[src/hdl/eai_consts.svh]
/*
 * eai matrix coprocessor constants
 * widths, custom-0 decode values, matrix dimension and icb bus codes
 */
`ifndef EAI_CONSTS_SVH
`define EAI_CONSTS_SVH

`define EAI_XLEN           32
`define EAI_ADDR_SIZE      32
`define EAI_MATRIX_DIM     3

// custom-0 decode fields
`define EAI_OPC_CUSTOM0    7'b0001011
`define EAI_F3_SETUP       3'b011
`define EAI_F3_SUM         3'b110
`define EAI_F7_SETUP       7'd0
`define EAI_F7_ROWSUM      7'd1
`define EAI_F7_COLSUM      7'd2

// icb side
`define EAI_WORD_BYTES     4
`define EAI_ICB_SIZE_WORD  2'b10

`endif

[src/hdl/eai_pkg.sv]
/*
 * eai matrix coprocessor types
 * data and address words, lane index and strobe, decode and FSM enums
 */
`include "eai_consts.svh"

package eai_pkg;

   typedef logic [`EAI_XLEN-1:0]       xlen_t;
   typedef logic [`EAI_ADDR_SIZE-1:0]  addr_t;
   typedef logic [1:0]                 lane_idx_t;
   typedef logic [`EAI_MATRIX_DIM-1:0] lane_mask_t;

   // decoded custom-0 operation
   typedef enum logic [1:0] {
      OP_NONE,
      OP_SETUP,
      OP_ROWSUM,
      OP_COLSUM
   } eai_op_e;

   typedef enum logic [1:0] {
      ST_IDLE,
      ST_ROW_BUSY,
      ST_RSP_WAIT
   } eai_state_e;

endpackage

[src/hdl/eai_cmd_ctrl.sv]
/*
 * eai command controller
 * decodes custom-0 requests, fires the start pulses for setup, row sum
 * and column sum, and keeps one instruction in flight at a time
 */
`timescale 1ns/1ps
`include "eai_consts.svh"

module eai_cmd_ctrl
   import eai_pkg::*;
(
   input  logic  eai_clk,
   input  logic  eai_rst_n,
   input  logic  req_valid,
   input  xlen_t req_inst,
   input  xlen_t req_rs1,
   input  xlen_t req_rs2,
   input  logic  row_done,
   input  logic  rsp_taken,
   output logic  req_ready,
   output logic  setup_load,
   output logic  row_start,
   output logic  col_start,
   output xlen_t op_a,
   output xlen_t op_b,
   output logic  mem_holdup
);

   eai_state_e state_q;
   eai_state_e state_d;
   eai_op_e    op;
   logic [6:0] opcode;
   logic [2:0] funct3;
   logic [6:0] funct7;
   logic       req_fire;
   logic       holdup_q;

   // =========================================================================
   // decode
   // =========================================================================
   assign opcode = req_inst[6:0];
   assign funct3 = req_inst[14:12];
   assign funct7 = req_inst[31:25];

   always_comb
   begin
      op = OP_NONE;
      if (opcode == `EAI_OPC_CUSTOM0)
      begin
         if (funct3 == `EAI_F3_SETUP && funct7 == `EAI_F7_SETUP)
            op = OP_SETUP;
         else if (funct3 == `EAI_F3_SUM && funct7 == `EAI_F7_ROWSUM)
            op = OP_ROWSUM;
         else if (funct3 == `EAI_F3_SUM && funct7 == `EAI_F7_COLSUM)
            op = OP_COLSUM;
      end
   end

   assign req_ready  = (state_q == ST_IDLE);
   assign req_fire   = req_valid & req_ready;
   // undecoded requests are taken with no pulse
   assign setup_load = req_fire & (op == OP_SETUP);
   assign row_start  = req_fire & (op == OP_ROWSUM);
   assign col_start  = req_fire & (op == OP_COLSUM);
   assign op_a       = req_rs1;
   assign op_b       = req_rs2;

   // =========================================================================
   // controller FSM
   // =========================================================================
   always_comb
   begin
      state_d = state_q;
      case (state_q)
         ST_IDLE:
            if (setup_load || col_start)
               state_d = ST_RSP_WAIT;
            else if (row_start)
               state_d = ST_ROW_BUSY;
         ST_ROW_BUSY:
            if (row_done)
               state_d = ST_RSP_WAIT;
         ST_RSP_WAIT:
            if (rsp_taken)
               state_d = ST_IDLE;
         default:
            state_d = ST_IDLE;
      endcase
   end

   always_ff @(posedge eai_clk or negedge eai_rst_n)
   begin
      if (!eai_rst_n)
      begin
         state_q  <= ST_IDLE;
         holdup_q <= 1'b0;
      end
      else
      begin
         state_q <= state_d;
         // memory held for the host through a whole row sum
         if (row_start)
            holdup_q <= 1'b1;
         else if (rsp_taken)
            holdup_q <= 1'b0;
      end
   end

   assign mem_holdup = holdup_q;

endmodule

[src/hdl/eai_col_lane.sv]
/*
 * eai column lane
 * running total of one matrix column, restarted by a row 0 word
 */
`timescale 1ns/1ps

module eai_col_lane
   import eai_pkg::*;
(
   input  logic  eai_clk,
   input  logic  eai_rst_n,
   input  logic  wr,
   input  logic  first,
   input  xlen_t word,
   output xlen_t total
);

   xlen_t total_q;

   always_ff @(posedge eai_clk or negedge eai_rst_n)
   begin
      if (!eai_rst_n)
      begin
         total_q <= '0;
      end
      else if (wr)
      begin
         // row 0 starts a fresh column
         if (first)
            total_q <= word;
         else
            total_q <= total_q + word;
      end
   end

   assign total = total_q;

endmodule

[src/hdl/eai_matrix_core.sv]
/*
 * eai matrix core
 * custom-0 coprocessor for row and column sums of a matrix in memory,
 * built from the controller, row fetch, column lanes and response select
 */
`timescale 1ns/1ps
`include "eai_consts.svh"

module eai_matrix_core
   import eai_pkg::*;
(
   input  logic        eai_clk,
   input  logic        eai_rst_n,
   output logic        eai_active,
   output logic        eai_mem_holdup,
   // host request
   input  logic        eai_req_valid,
   output logic        eai_req_ready,
   input  xlen_t       eai_req_inst,
   input  xlen_t       eai_req_rs1,
   input  xlen_t       eai_req_rs2,
   // host response
   output logic        eai_rsp_valid,
   input  logic        eai_rsp_ready,
   output xlen_t       eai_rsp_rdat,
   output logic        eai_rsp_err,
   // icb command
   output logic        eai_icb_cmd_valid,
   input  logic        eai_icb_cmd_ready,
   output addr_t       eai_icb_cmd_addr,
   output logic        eai_icb_cmd_read,
   output xlen_t       eai_icb_cmd_wdata,
   output logic [1:0]  eai_icb_cmd_size,
   // icb response, errors are not passed on
   input  logic        eai_icb_rsp_valid,
   output logic        eai_icb_rsp_ready,
   input  xlen_t       eai_icb_rsp_rdata,
   input  logic        eai_icb_rsp_err
);

   logic       setup_load;
   logic       row_start;
   logic       col_start;
   logic       row_done;
   logic       rsp_taken;
   logic       lane_first;
   xlen_t      op_a;
   xlen_t      op_b;
   xlen_t      row_sum;
   xlen_t      lane_word;
   lane_mask_t lane_wr;
   xlen_t      lane_total [`EAI_MATRIX_DIM];

   eai_cmd_ctrl u_ctrl (
      .eai_clk    (eai_clk),
      .eai_rst_n  (eai_rst_n),
      .req_valid  (eai_req_valid),
      .req_inst   (eai_req_inst),
      .req_rs1    (eai_req_rs1),
      .req_rs2    (eai_req_rs2),
      .row_done   (row_done),
      .rsp_taken  (rsp_taken),
      .req_ready  (eai_req_ready),
      .setup_load (setup_load),
      .row_start  (row_start),
      .col_start  (col_start),
      .op_a       (op_a),
      .op_b       (op_b),
      .mem_holdup (eai_mem_holdup)
   );

   eai_row_fetch u_fetch (
      .eai_clk       (eai_clk),
      .eai_rst_n     (eai_rst_n),
      .setup_load    (setup_load),
      .row_start     (row_start),
      .op_a          (op_a),
      .op_b          (op_b),
      .icb_cmd_ready (eai_icb_cmd_ready),
      .icb_rsp_valid (eai_icb_rsp_valid),
      .icb_rsp_rdata (eai_icb_rsp_rdata),
      .icb_cmd_valid (eai_icb_cmd_valid),
      .icb_cmd_addr  (eai_icb_cmd_addr),
      .lane_wr       (lane_wr),
      .lane_first    (lane_first),
      .lane_word     (lane_word),
      .row_done      (row_done),
      .row_sum       (row_sum)
   );

   // one lane per matrix column
   for (genvar i = 0; i < `EAI_MATRIX_DIM; i++)
   begin : g_lane
      eai_col_lane u_lane (
         .eai_clk   (eai_clk),
         .eai_rst_n (eai_rst_n),
         .wr        (lane_wr[i]),
         .first     (lane_first),
         .word      (lane_word),
         .total     (lane_total[i])
      );
   end

   eai_rsp_sel u_rsp (
      .eai_clk    (eai_clk),
      .eai_rst_n  (eai_rst_n),
      .setup_load (setup_load),
      .row_done   (row_done),
      .row_sum    (row_sum),
      .col_start  (col_start),
      .op_a       (op_a),
      .lane_total (lane_total),
      .rsp_ready  (eai_rsp_ready),
      .rsp_valid  (eai_rsp_valid),
      .rsp_rdat   (eai_rsp_rdat),
      .rsp_taken  (rsp_taken)
   );

   // read-only word access, always ready for memory data
   assign eai_icb_cmd_read  = 1'b1;
   assign eai_icb_cmd_size  = `EAI_ICB_SIZE_WORD;
   assign eai_icb_cmd_wdata = '0;
   assign eai_icb_rsp_ready = 1'b1;
   assign eai_rsp_err       = 1'b0;
   assign eai_active        = 1'b1;

endmodule

[src/hdl/eai_row_fetch.sv]
/*
 * eai row fetch
 * holds the matrix base and row length, reads one row word by word over
 * icb, sums the row and steers each word to its column lane
 */
`timescale 1ns/1ps
`include "eai_consts.svh"

module eai_row_fetch
   import eai_pkg::*;
(
   input  logic       eai_clk,
   input  logic       eai_rst_n,
   input  logic       setup_load,
   input  logic       row_start,
   input  xlen_t      op_a,
   input  xlen_t      op_b,
   input  logic       icb_cmd_ready,
   input  logic       icb_rsp_valid,
   input  xlen_t      icb_rsp_rdata,
   output logic       icb_cmd_valid,
   output addr_t      icb_cmd_addr,
   output lane_mask_t lane_wr,
   output logic       lane_first,
   output xlen_t      lane_word,
   output logic       row_done,
   output xlen_t      row_sum
);

   localparam lane_idx_t LAST_WORD = lane_idx_t'(`EAI_MATRIX_DIM - 1);

   addr_t     base_q;
   xlen_t     len_q;
   addr_t     row_addr;
   addr_t     addr_q;
   xlen_t     sum_q;
   lane_idx_t word_cnt_q;
   logic      busy_q;
   logic      cmd_valid_q;
   logic      row_zero_q;
   logic      word_fire;

   // base + row * len * 4
   assign row_addr  = base_q + addr_t'(op_a * len_q * `EAI_WORD_BYTES);
   assign word_fire = busy_q & icb_rsp_valid;
   assign row_done  = word_fire & (word_cnt_q == LAST_WORD);

   always_ff @(posedge eai_clk or negedge eai_rst_n)
   begin
      if (!eai_rst_n)
      begin
         base_q <= '0;
         len_q  <= '0;
      end
      else if (setup_load)
      begin
         base_q <= addr_t'(op_a);
         len_q  <= op_b;
      end
   end

   // =========================================================================
   // read sequencing, one command outstanding
   // =========================================================================
   always_ff @(posedge eai_clk or negedge eai_rst_n)
   begin
      if (!eai_rst_n)
      begin
         busy_q      <= 1'b0;
         cmd_valid_q <= 1'b0;
         word_cnt_q  <= '0;
         row_zero_q  <= 1'b0;
      end
      else if (row_start)
      begin
         busy_q      <= 1'b1;
         cmd_valid_q <= 1'b1;
         word_cnt_q  <= '0;
         row_zero_q  <= (op_a == '0);
      end
      else
      begin
         if (icb_cmd_valid && icb_cmd_ready)
            cmd_valid_q <= 1'b0;
         if (word_fire)
         begin
            word_cnt_q <= word_cnt_q + 1'b1;
            if (row_done)
               busy_q <= 1'b0;
            else
               cmd_valid_q <= 1'b1;
         end
      end
   end

   always_ff @(posedge eai_clk)
   begin
      if (row_start)
      begin
         addr_q <= row_addr;
         sum_q  <= '0;
      end
      else if (word_fire)
      begin
         addr_q <= addr_q + addr_t'(`EAI_WORD_BYTES);
         sum_q  <= row_sum;
      end
   end

   assign icb_cmd_valid = cmd_valid_q;
   assign icb_cmd_addr  = addr_q;
   assign row_sum       = sum_q + icb_rsp_rdata;
   // word n of the row goes to lane n
   assign lane_wr       = word_fire ? (lane_mask_t'(1) << word_cnt_q) : '0;
   assign lane_first    = row_zero_q;
   assign lane_word     = icb_rsp_rdata;

endmodule

[src/hdl/eai_rsp_sel.sv]
/*
 * eai response select
 * registers the result word of each instruction and holds it on the
 * host response port until the host takes it
 */
`timescale 1ns/1ps
`include "eai_consts.svh"

module eai_rsp_sel
   import eai_pkg::*;
(
   input  logic  eai_clk,
   input  logic  eai_rst_n,
   input  logic  setup_load,
   input  logic  row_done,
   input  xlen_t row_sum,
   input  logic  col_start,
   input  xlen_t op_a,
   input  xlen_t lane_total [`EAI_MATRIX_DIM],
   input  logic  rsp_ready,
   output logic  rsp_valid,
   output xlen_t rsp_rdat,
   output logic  rsp_taken
);

   xlen_t col_word;
   xlen_t rdat_q;
   logic  valid_q;
   logic  capture;

   // columns past the last lane read as 0
   always_comb
   begin
      col_word = '0;
      for (int i = 0; i < `EAI_MATRIX_DIM; i++)
      begin
         if (op_a == xlen_t'(i))
            col_word = lane_total[i];
      end
   end

   assign capture   = setup_load | row_done | col_start;
   assign rsp_taken = valid_q & rsp_ready;

   always_ff @(posedge eai_clk or negedge eai_rst_n)
   begin
      if (!eai_rst_n)
         valid_q <= 1'b0;
      else if (capture)
         valid_q <= 1'b1;
      else if (rsp_taken)
         valid_q <= 1'b0;
   end

   always_ff @(posedge eai_clk)
   begin
      if (setup_load)
         rdat_q <= '0;
      else if (row_done)
         rdat_q <= row_sum;
      else if (col_start)
         rdat_q <= col_word;
   end

   assign rsp_valid = valid_q;
   assign rsp_rdat  = rdat_q;

endmodule

[config.mk]
export PLATFORM = sky130hd
export DESIGN_NAME = eai_matrix_core
export DESIGN_NICKNAME = d
export VERILOG_FILES = /design/src/hdl/eai_pkg.sv /design/src/hdl/eai_cmd_ctrl.sv /design/src/hdl/eai_col_lane.sv /design/src/hdl/eai_matrix_core.sv /design/src/hdl/eai_row_fetch.sv /design/src/hdl/eai_rsp_sel.sv
export VERILOG_INCLUDE_DIRS = /design/src /design/src/hdl
export SDC_FILE = /design/constraint.sdc
export NUM_CORES = 2
export LEC_CHECK = 0
export ABC_AREA = 0
export BUFFER_PORTS_ARGS = -buffer_cell sky130_fd_sc_hd__buf_2
export CORE_MARGIN = 3
export CORE_UTILIZATION = 57
export CTS_CLUSTER_DIAMETER = 120
export DETAILED_ROUTE_END_ITERATION = 6
export HOLD_SLACK_MARGIN = 0.1
export PLACE_DENSITY = 0.79
export SLEW_MARGIN = 5
export SYNTH_ARGS = -nofsm -noshare
export SYNTH_HDL_FRONTEND = slang
export SYNTH_SLANG_ARGS = --single-unit
[constraint.sdc]
create_clock -name eai_clk -period 8.1 [get_ports eai_clk]
set_input_delay 0.81 -clock eai_clk [delete_from_list [all_inputs] [get_ports eai_clk]]
set_output_delay 0.81 -clock eai_clk [all_outputs]
set_load 0.005 [all_outputs]
# Word-level counts from Yosys, hierarchy flattened
# Index checks and enable logic that the tools add are counted.
word_totals:
  memories: 0
  in_bits: 135
  latchBits: 0
  out_inout_bits: 106
  wordCells: 96
  rom_bits: 0
  register_bits: 265
  ramBits: 0
op_classes:
  magnitude_cmp: 0
  div: 0
  add_sub_neg: 7
  eq_ne: 16
  n_reduce_logical: 15
  muxes: 32
  n_bitwise: 9
  n_shift: 1
  n_mul: 1
op_table:
  columns: ["operator", "count"]
  rows:
  - ["$mux W32", 10]
  - ["$add A32 B32 Y32", 5]
  - ["$add A32 B3 Y32 const B", 1]
  - ["$eq A32 B1 Y1 const B", 1]
  - ["$eq A32 B2 Y1 const B", 1]
  - ["$logic_not A32 Y1", 1]
  - ["$mul A32 B32 Y30", 1]
  - ["$mux W2", 10]
  - ["$mux W1", 10]
  - ["$reduce_bool A2 Y1", 5]
  - ["$eq A2 B2 Y1 const B", 4]
  - ["$and A1 B1 Y1", 7]
  - ["$eq A7 B1 Y1 const B", 1]
  - ["$eq A7 B2 Y1 const B", 1]
  - ["$eq A7 B4 Y1 const B", 1]
  - ["$logic_not A7 Y1", 1]
  - ["$pmux W2 S3", 1]
  - ["$eq A2 B1 Y1 const B", 2]
  - ["$logic_and A1 B1 Y1", 4]
  - ["$eq A3 B2 Y1 const B", 1]
  - ["$eq A3 B3 Y1 const B", 1]
  - ["$mux W3", 1]
  - ["$ne A3 B3 Y1 const B", 1]
  - ["$reduce_and A3 Y1", 1]
  - ["8 further kinds", 9]

# Logic depth before layout (Yosys ltp)
logic_depth:
  word_depth: 11
  depth_mapped: 38
  mapped_depth_nobuf: 36

# Hierarchy
# A second synthesis with hierarchy kept.
unflattened:
  cells_unflattened: 4115
  hier_area_um2: 35975.8
modules_own_cells:
  columns: ["mod", "cells_per_inst", "seq_area_each_um2", "instances", "area_per_inst_um2"]
  rows:
  - ["eai_row_fetch", 2489, 3278.1, 1, 22575.4]
  - ["eai_col_lane", 405, 800.8, 3, 3193.1]
  - ["eai_rsp_sel", 275, 665.6, 1, 2750.1]
  - ["eai_cmd_ctrl", 96, 75.1, 1, 778.2]
  - ["eai_matrix_core", 40, 0.0, 1, 292.8]

# Worst setup path after synthesis
# No wires, ideal clock.
synth_path:
  path_kind: "input -> register"
  start: "input port eai_req_rs1[1]"
  end: "register u_fetch.addr_q[30], in the netlist u_fetch.icb_cmd_addr[30] (data pin)"
  required_time_ns: 7.943
  t_arrival_ns: 8.645
  setup_ns: 0.157
  n_path_buf: 3
  slack_ns: -0.702
  path_stages: 35
  cell_sequence: "buf_2 -> clkbuf_1 -> clkbuf_1 -> nand2_1 -> fa_1 -> inv_1 -> fa_1 -> fa_1 -> fa_1 -> ha_1 -> ha_1 -> fa_1 -> inv_1 -> fa_1 -> inv_1 -> ha_1 -> a41oi_1 -> o21ai_0 -> a21o_1 -> or2_2 -> and2_1 -> o21ai_0 -> nand2b_1 -> xor2_1 -> ha_1 -> a21o_1 -> a21oi_1 -> o21ai_0 -> a21oi_1 -> o21ba_2 -> a21oi_1 -> or3_1 -> a41o_1 -> o2111a_1 -> nor3_1"
synth_via:
  elab_chain_len: 3
synth_lines:
  columns: ["element", "line", "rtl"]
  rows:
  - ["start: declaration", "eai_matrix_core.sv:20", "input xlen_t eai_req_rs1,"]
  - ["$mul A32 B32 Y30", "eai_row_fetch.sv:44", "assign row_addr = base_q + addr_t'(op_a * len_q * `EAI_WORD_BYTES);"]
  - ["$add A32 B32 Y32", "eai_row_fetch.sv:44", null]
  - ["$mux W32", "eai_row_fetch.sv:98", "if (row_start)"]
  - ["end signal: assignment", "eai_row_fetch.sv:100", "addr_q <= row_addr;"]
  - ["end signal: assignment", "eai_row_fetch.sv:105", "addr_q <= addr_q + addr_t'(`EAI_WORD_BYTES);"]
  - ["end: declaration", "eai_row_fetch.sv:35", "addr_t addr_q;"]
# Every way passes these cells.
# A chain may end at the register's enable or synchronous reset.

# Worst setup path in the final report
layout_path:
  start: "register u_fetch.len_q[7]"
  end: "register u_fetch.addr_q[31], in the netlist u_fetch.icb_cmd_addr[31] (data pin)"
layout_via:
  elab_chain_len: 3
layout_lines:
  columns: ["element", "line", "rtl"]
  rows:
  - ["start: declaration", "eai_row_fetch.sv:33", "xlen_t len_q;"]
  - ["start signal: assignment", "eai_row_fetch.sv:58", "len_q <= op_b;"]
  - ["$mul A32 B32 Y30", "eai_row_fetch.sv:44", null]
  - ["$add A32 B32 Y32", "eai_row_fetch.sv:44", null]
  - ["$mux W32", "eai_row_fetch.sv:98", null]
# Every way passes these cells.

==> qor.csv <==
metric,value,unit
outcome,"complete, but fails checks",
failing checks,setup timing,
Critical Path Most Common Cell,fa_1,
post-synthesis sequential area ratio,19.3,%
reg2reg setup slack,-260,ps
"antenna viol nets, final",0,
Iteration-0 DRC Markers,2435,
"EDFF count, synth",32,
non-filler instance count after layout,4881,
Fin. Hold Viols,0,
CP Launch Type,register,
Worst Setup EP,u_fetch.icb_cmd_addr[31],
Avg WL per Cell,20.2,µm
Root Buffer,clkbuf_16,
DRC Markers,0,
area post-placement,36200,µm²
DR vias,28811,
largest net degree at the start of global routing,100,
Leak Pwr,19.2,nW
Required @ worst endpoint,8390,ps
count of pins over their slew limit,0,
Syn Inst Count,3788,
VDD IR max,0.000142,V
measured slew at the worst slew-check pin,1110,ps
Final setup viols,8,
r2r endpoint,u_fetch.icb_cmd_addr[31],
beginning of the critical path,u_fetch.len_q[7],
top cell type's share of synthesized area,21.6,%
dpl cells,4786,
Final Cell Area,38000,µm²
die area,61200,µm²
setup ws final,-263,ps
"flops & latches, synth",263,
Clock Skew,34.9,ps
Seq. cell area,6430,µm²
IO Count,241,
critical path class,register to register,
synth unique cells,91,
CTS tree,yes,
Area contributors post-synth,"fa_1, dfrtp_1, ha_1",
Initial Util,58.2,%
port buffer count,184,
cell with the most instances after synthesis,nand2_1,
PnR Total Power,3.37,mW
"Max stage delay cell, worst path",fa_1,
yosys warns,0,
Fin Setup TNS,-1340,ps
busiest grt layer,met2,
RSZ-0062 raised after global routing,yes,
CP arrival,8660,ps
drt via density,5.90,
Die Width,247,µm
clock-pin slew on the worst setup and hold paths,60,ps
synthesized area,33200,µm²
CP Max Fanout,6,
RR Startpoint,u_fetch.len_q[7],
Period minus WS final,8360,ps
Area Overhead vs Synth,14.5,%
core area,57000,µm²
Total GRT Usage,32.3,%
Slew HR,26.0,%
FP Rows,87,
H-tree Lvls,2,
Clock Tree Buf Depth,3,
multi-input combinational cell area,24700,µm²
Detail Placement HPWL,75200,µm
fraction of layout cells with a size suffix above 1,17.2,%
async set-reset flop share out of synthesis,63.5,%
Num CTS Buffers,36,
worst skew pair latency,590,ps
Yosys top cell by area,fa_1,
first-pass GRT wire length,156000,µm
total gr overflow,0,
Initial DRT Pass Iterations,6,
Crit. End Element,register,
r2r worst-path depth,33,
GP Congestion,0.947,
CP max stage delay,520,ps
HP Class,input pin to asynchronous set/reset pin,
initial antenna violation count,8,
die height,247,µm
vias in the first global route,28679,
Mapped Avg Cell Area,8.77,µm²
grt met1 use,45.0,%
met2 Usage GRT,50.0,%
most common flop cell mapped by yosys,dfrtp_1,
Clock Sinks,263,
pwr dens,88.6,nW/µm²
Final nets,4859,
synth cell count leaders,"nand2_1, inv_1, fa_1",
Max Clk Rate,120,MHz
final WL,98800,µm
global routing usage on met3,6.88,%
max-cap violation count,0,
# fillers,4485,
period utilisation layout,103,%
## timing repair
item                                    in CTS  in global routing
buffers inserted                             7                 16
pin swaps                                   11                 26
gates resized for setup                     22                 56
hold buffers                                 0                  0
endpoints found under the setup margin       8                 11
## kinds of logic after synthesis
kind of cell             share of synthesized area, %
other                                          0.0226
multiplexers                                     3.12
AO/OA/AOI/OAI                                    15.7
XOR/XNOR                                         5.88
flip-flops                                       19.3
buffers and inverters                            7.89
adder cells (fa/ha/maj)                          31.9
AND/OR/NAND/NOR                                  16.1
## routing by layer
metal / wire, µm / part of all wire [%]
met3: 10400 / 10
met2: 44300 / 45
met4: 3810 / 3.9
met5: 40 / 0.040
met1: 40200 / 41
## metrics by stage
stage / setup slack (ps) / util [%] / hold WS [ps]
floorplan: -318 / - / 436
global placement: -624 / 63.5 / 445
detailed placement: -729 / 63.5 / 450
CTS: -134 / 66.0 / 417
global route: -494 / 66.7 / 448
finish: -263 / 66.7 / 366
## final cells by class
cell class | count | share of cell area, %
clock buffer | 51 | 2.75
antenna | 6 | 0.0395
tap | 756 | 2.49
multi-input combinational | 2902 | 65.1
timing repair buffer | 449 | 7.80
inverter | 439 | 4.33
sequential | 263 | 16.9
clock inverter | 15 | 0.605
## state kept, by name, summed over array words and instances (netlist names), 2 cells and up
signal / count
u_ctrl.state_q: 2
u_rsp.rsp_rdat: 32
u_fetch.icb_cmd_addr: 32
u_fetch.base_q: 32
u_fetch.word_cnt_q: 2
u_fetch.len_q: 30
u_fetch.sum_q: 32
g_lane.u_lane.total: 96
## power by group
part	switching [mW]	total (mW)	internal [mW]
logic	0.203	0.306	0.103
clock network	0.694	1.73	1.04
registers	0.00000000000000000666	1.33	1.33
total	0.897	3.37	2.47
## cell usage in the layout (no fill, tap or decap), drive strengths merged, types with 73 or more instances in the layout
cell type,instances
nand2,447
buf,447
inv,441
xnor2,150
dfrtp,167
xor2,73
o21ai,212
nor2,144
a21oi,248
ha,275
fa,358
and2,274
## worst max-delay path, delay by kind of cell (launching register included)
| kind | cells | cell delay [ps] |
|---|---|---|
| and+or+nand+nor | 3 | 670 |
| buffers and inverters | 7 | 580 |
| DFF | 1 | 500 |
| AOI/OAI and AO/OA | 11 | 1770 |
| xor gates and xnor gates | 2 | 310 |
| adders and majority gates | 10 | 4260 |
## worst min-delay path by stage
stage,start,end,slack [ps]
final,eai_rst_n,g_lane[2].u_lane.total[3],370
after global placement,u_fetch.sum_q[19],u_fetch.sum_q[19],450
after detailed placement,u_fetch.sum_q[19],u_fetch.sum_q[19],450
after global routing,eai_rst_n,u_fetch.base_q[7],450
after CTS,eai_rst_n,g_lane[2].u_lane.total[7],420
after floorplan,u_fetch.sum_q[23],u_fetch.sum_q[23],440
Power figures use the tool's default switching activity.
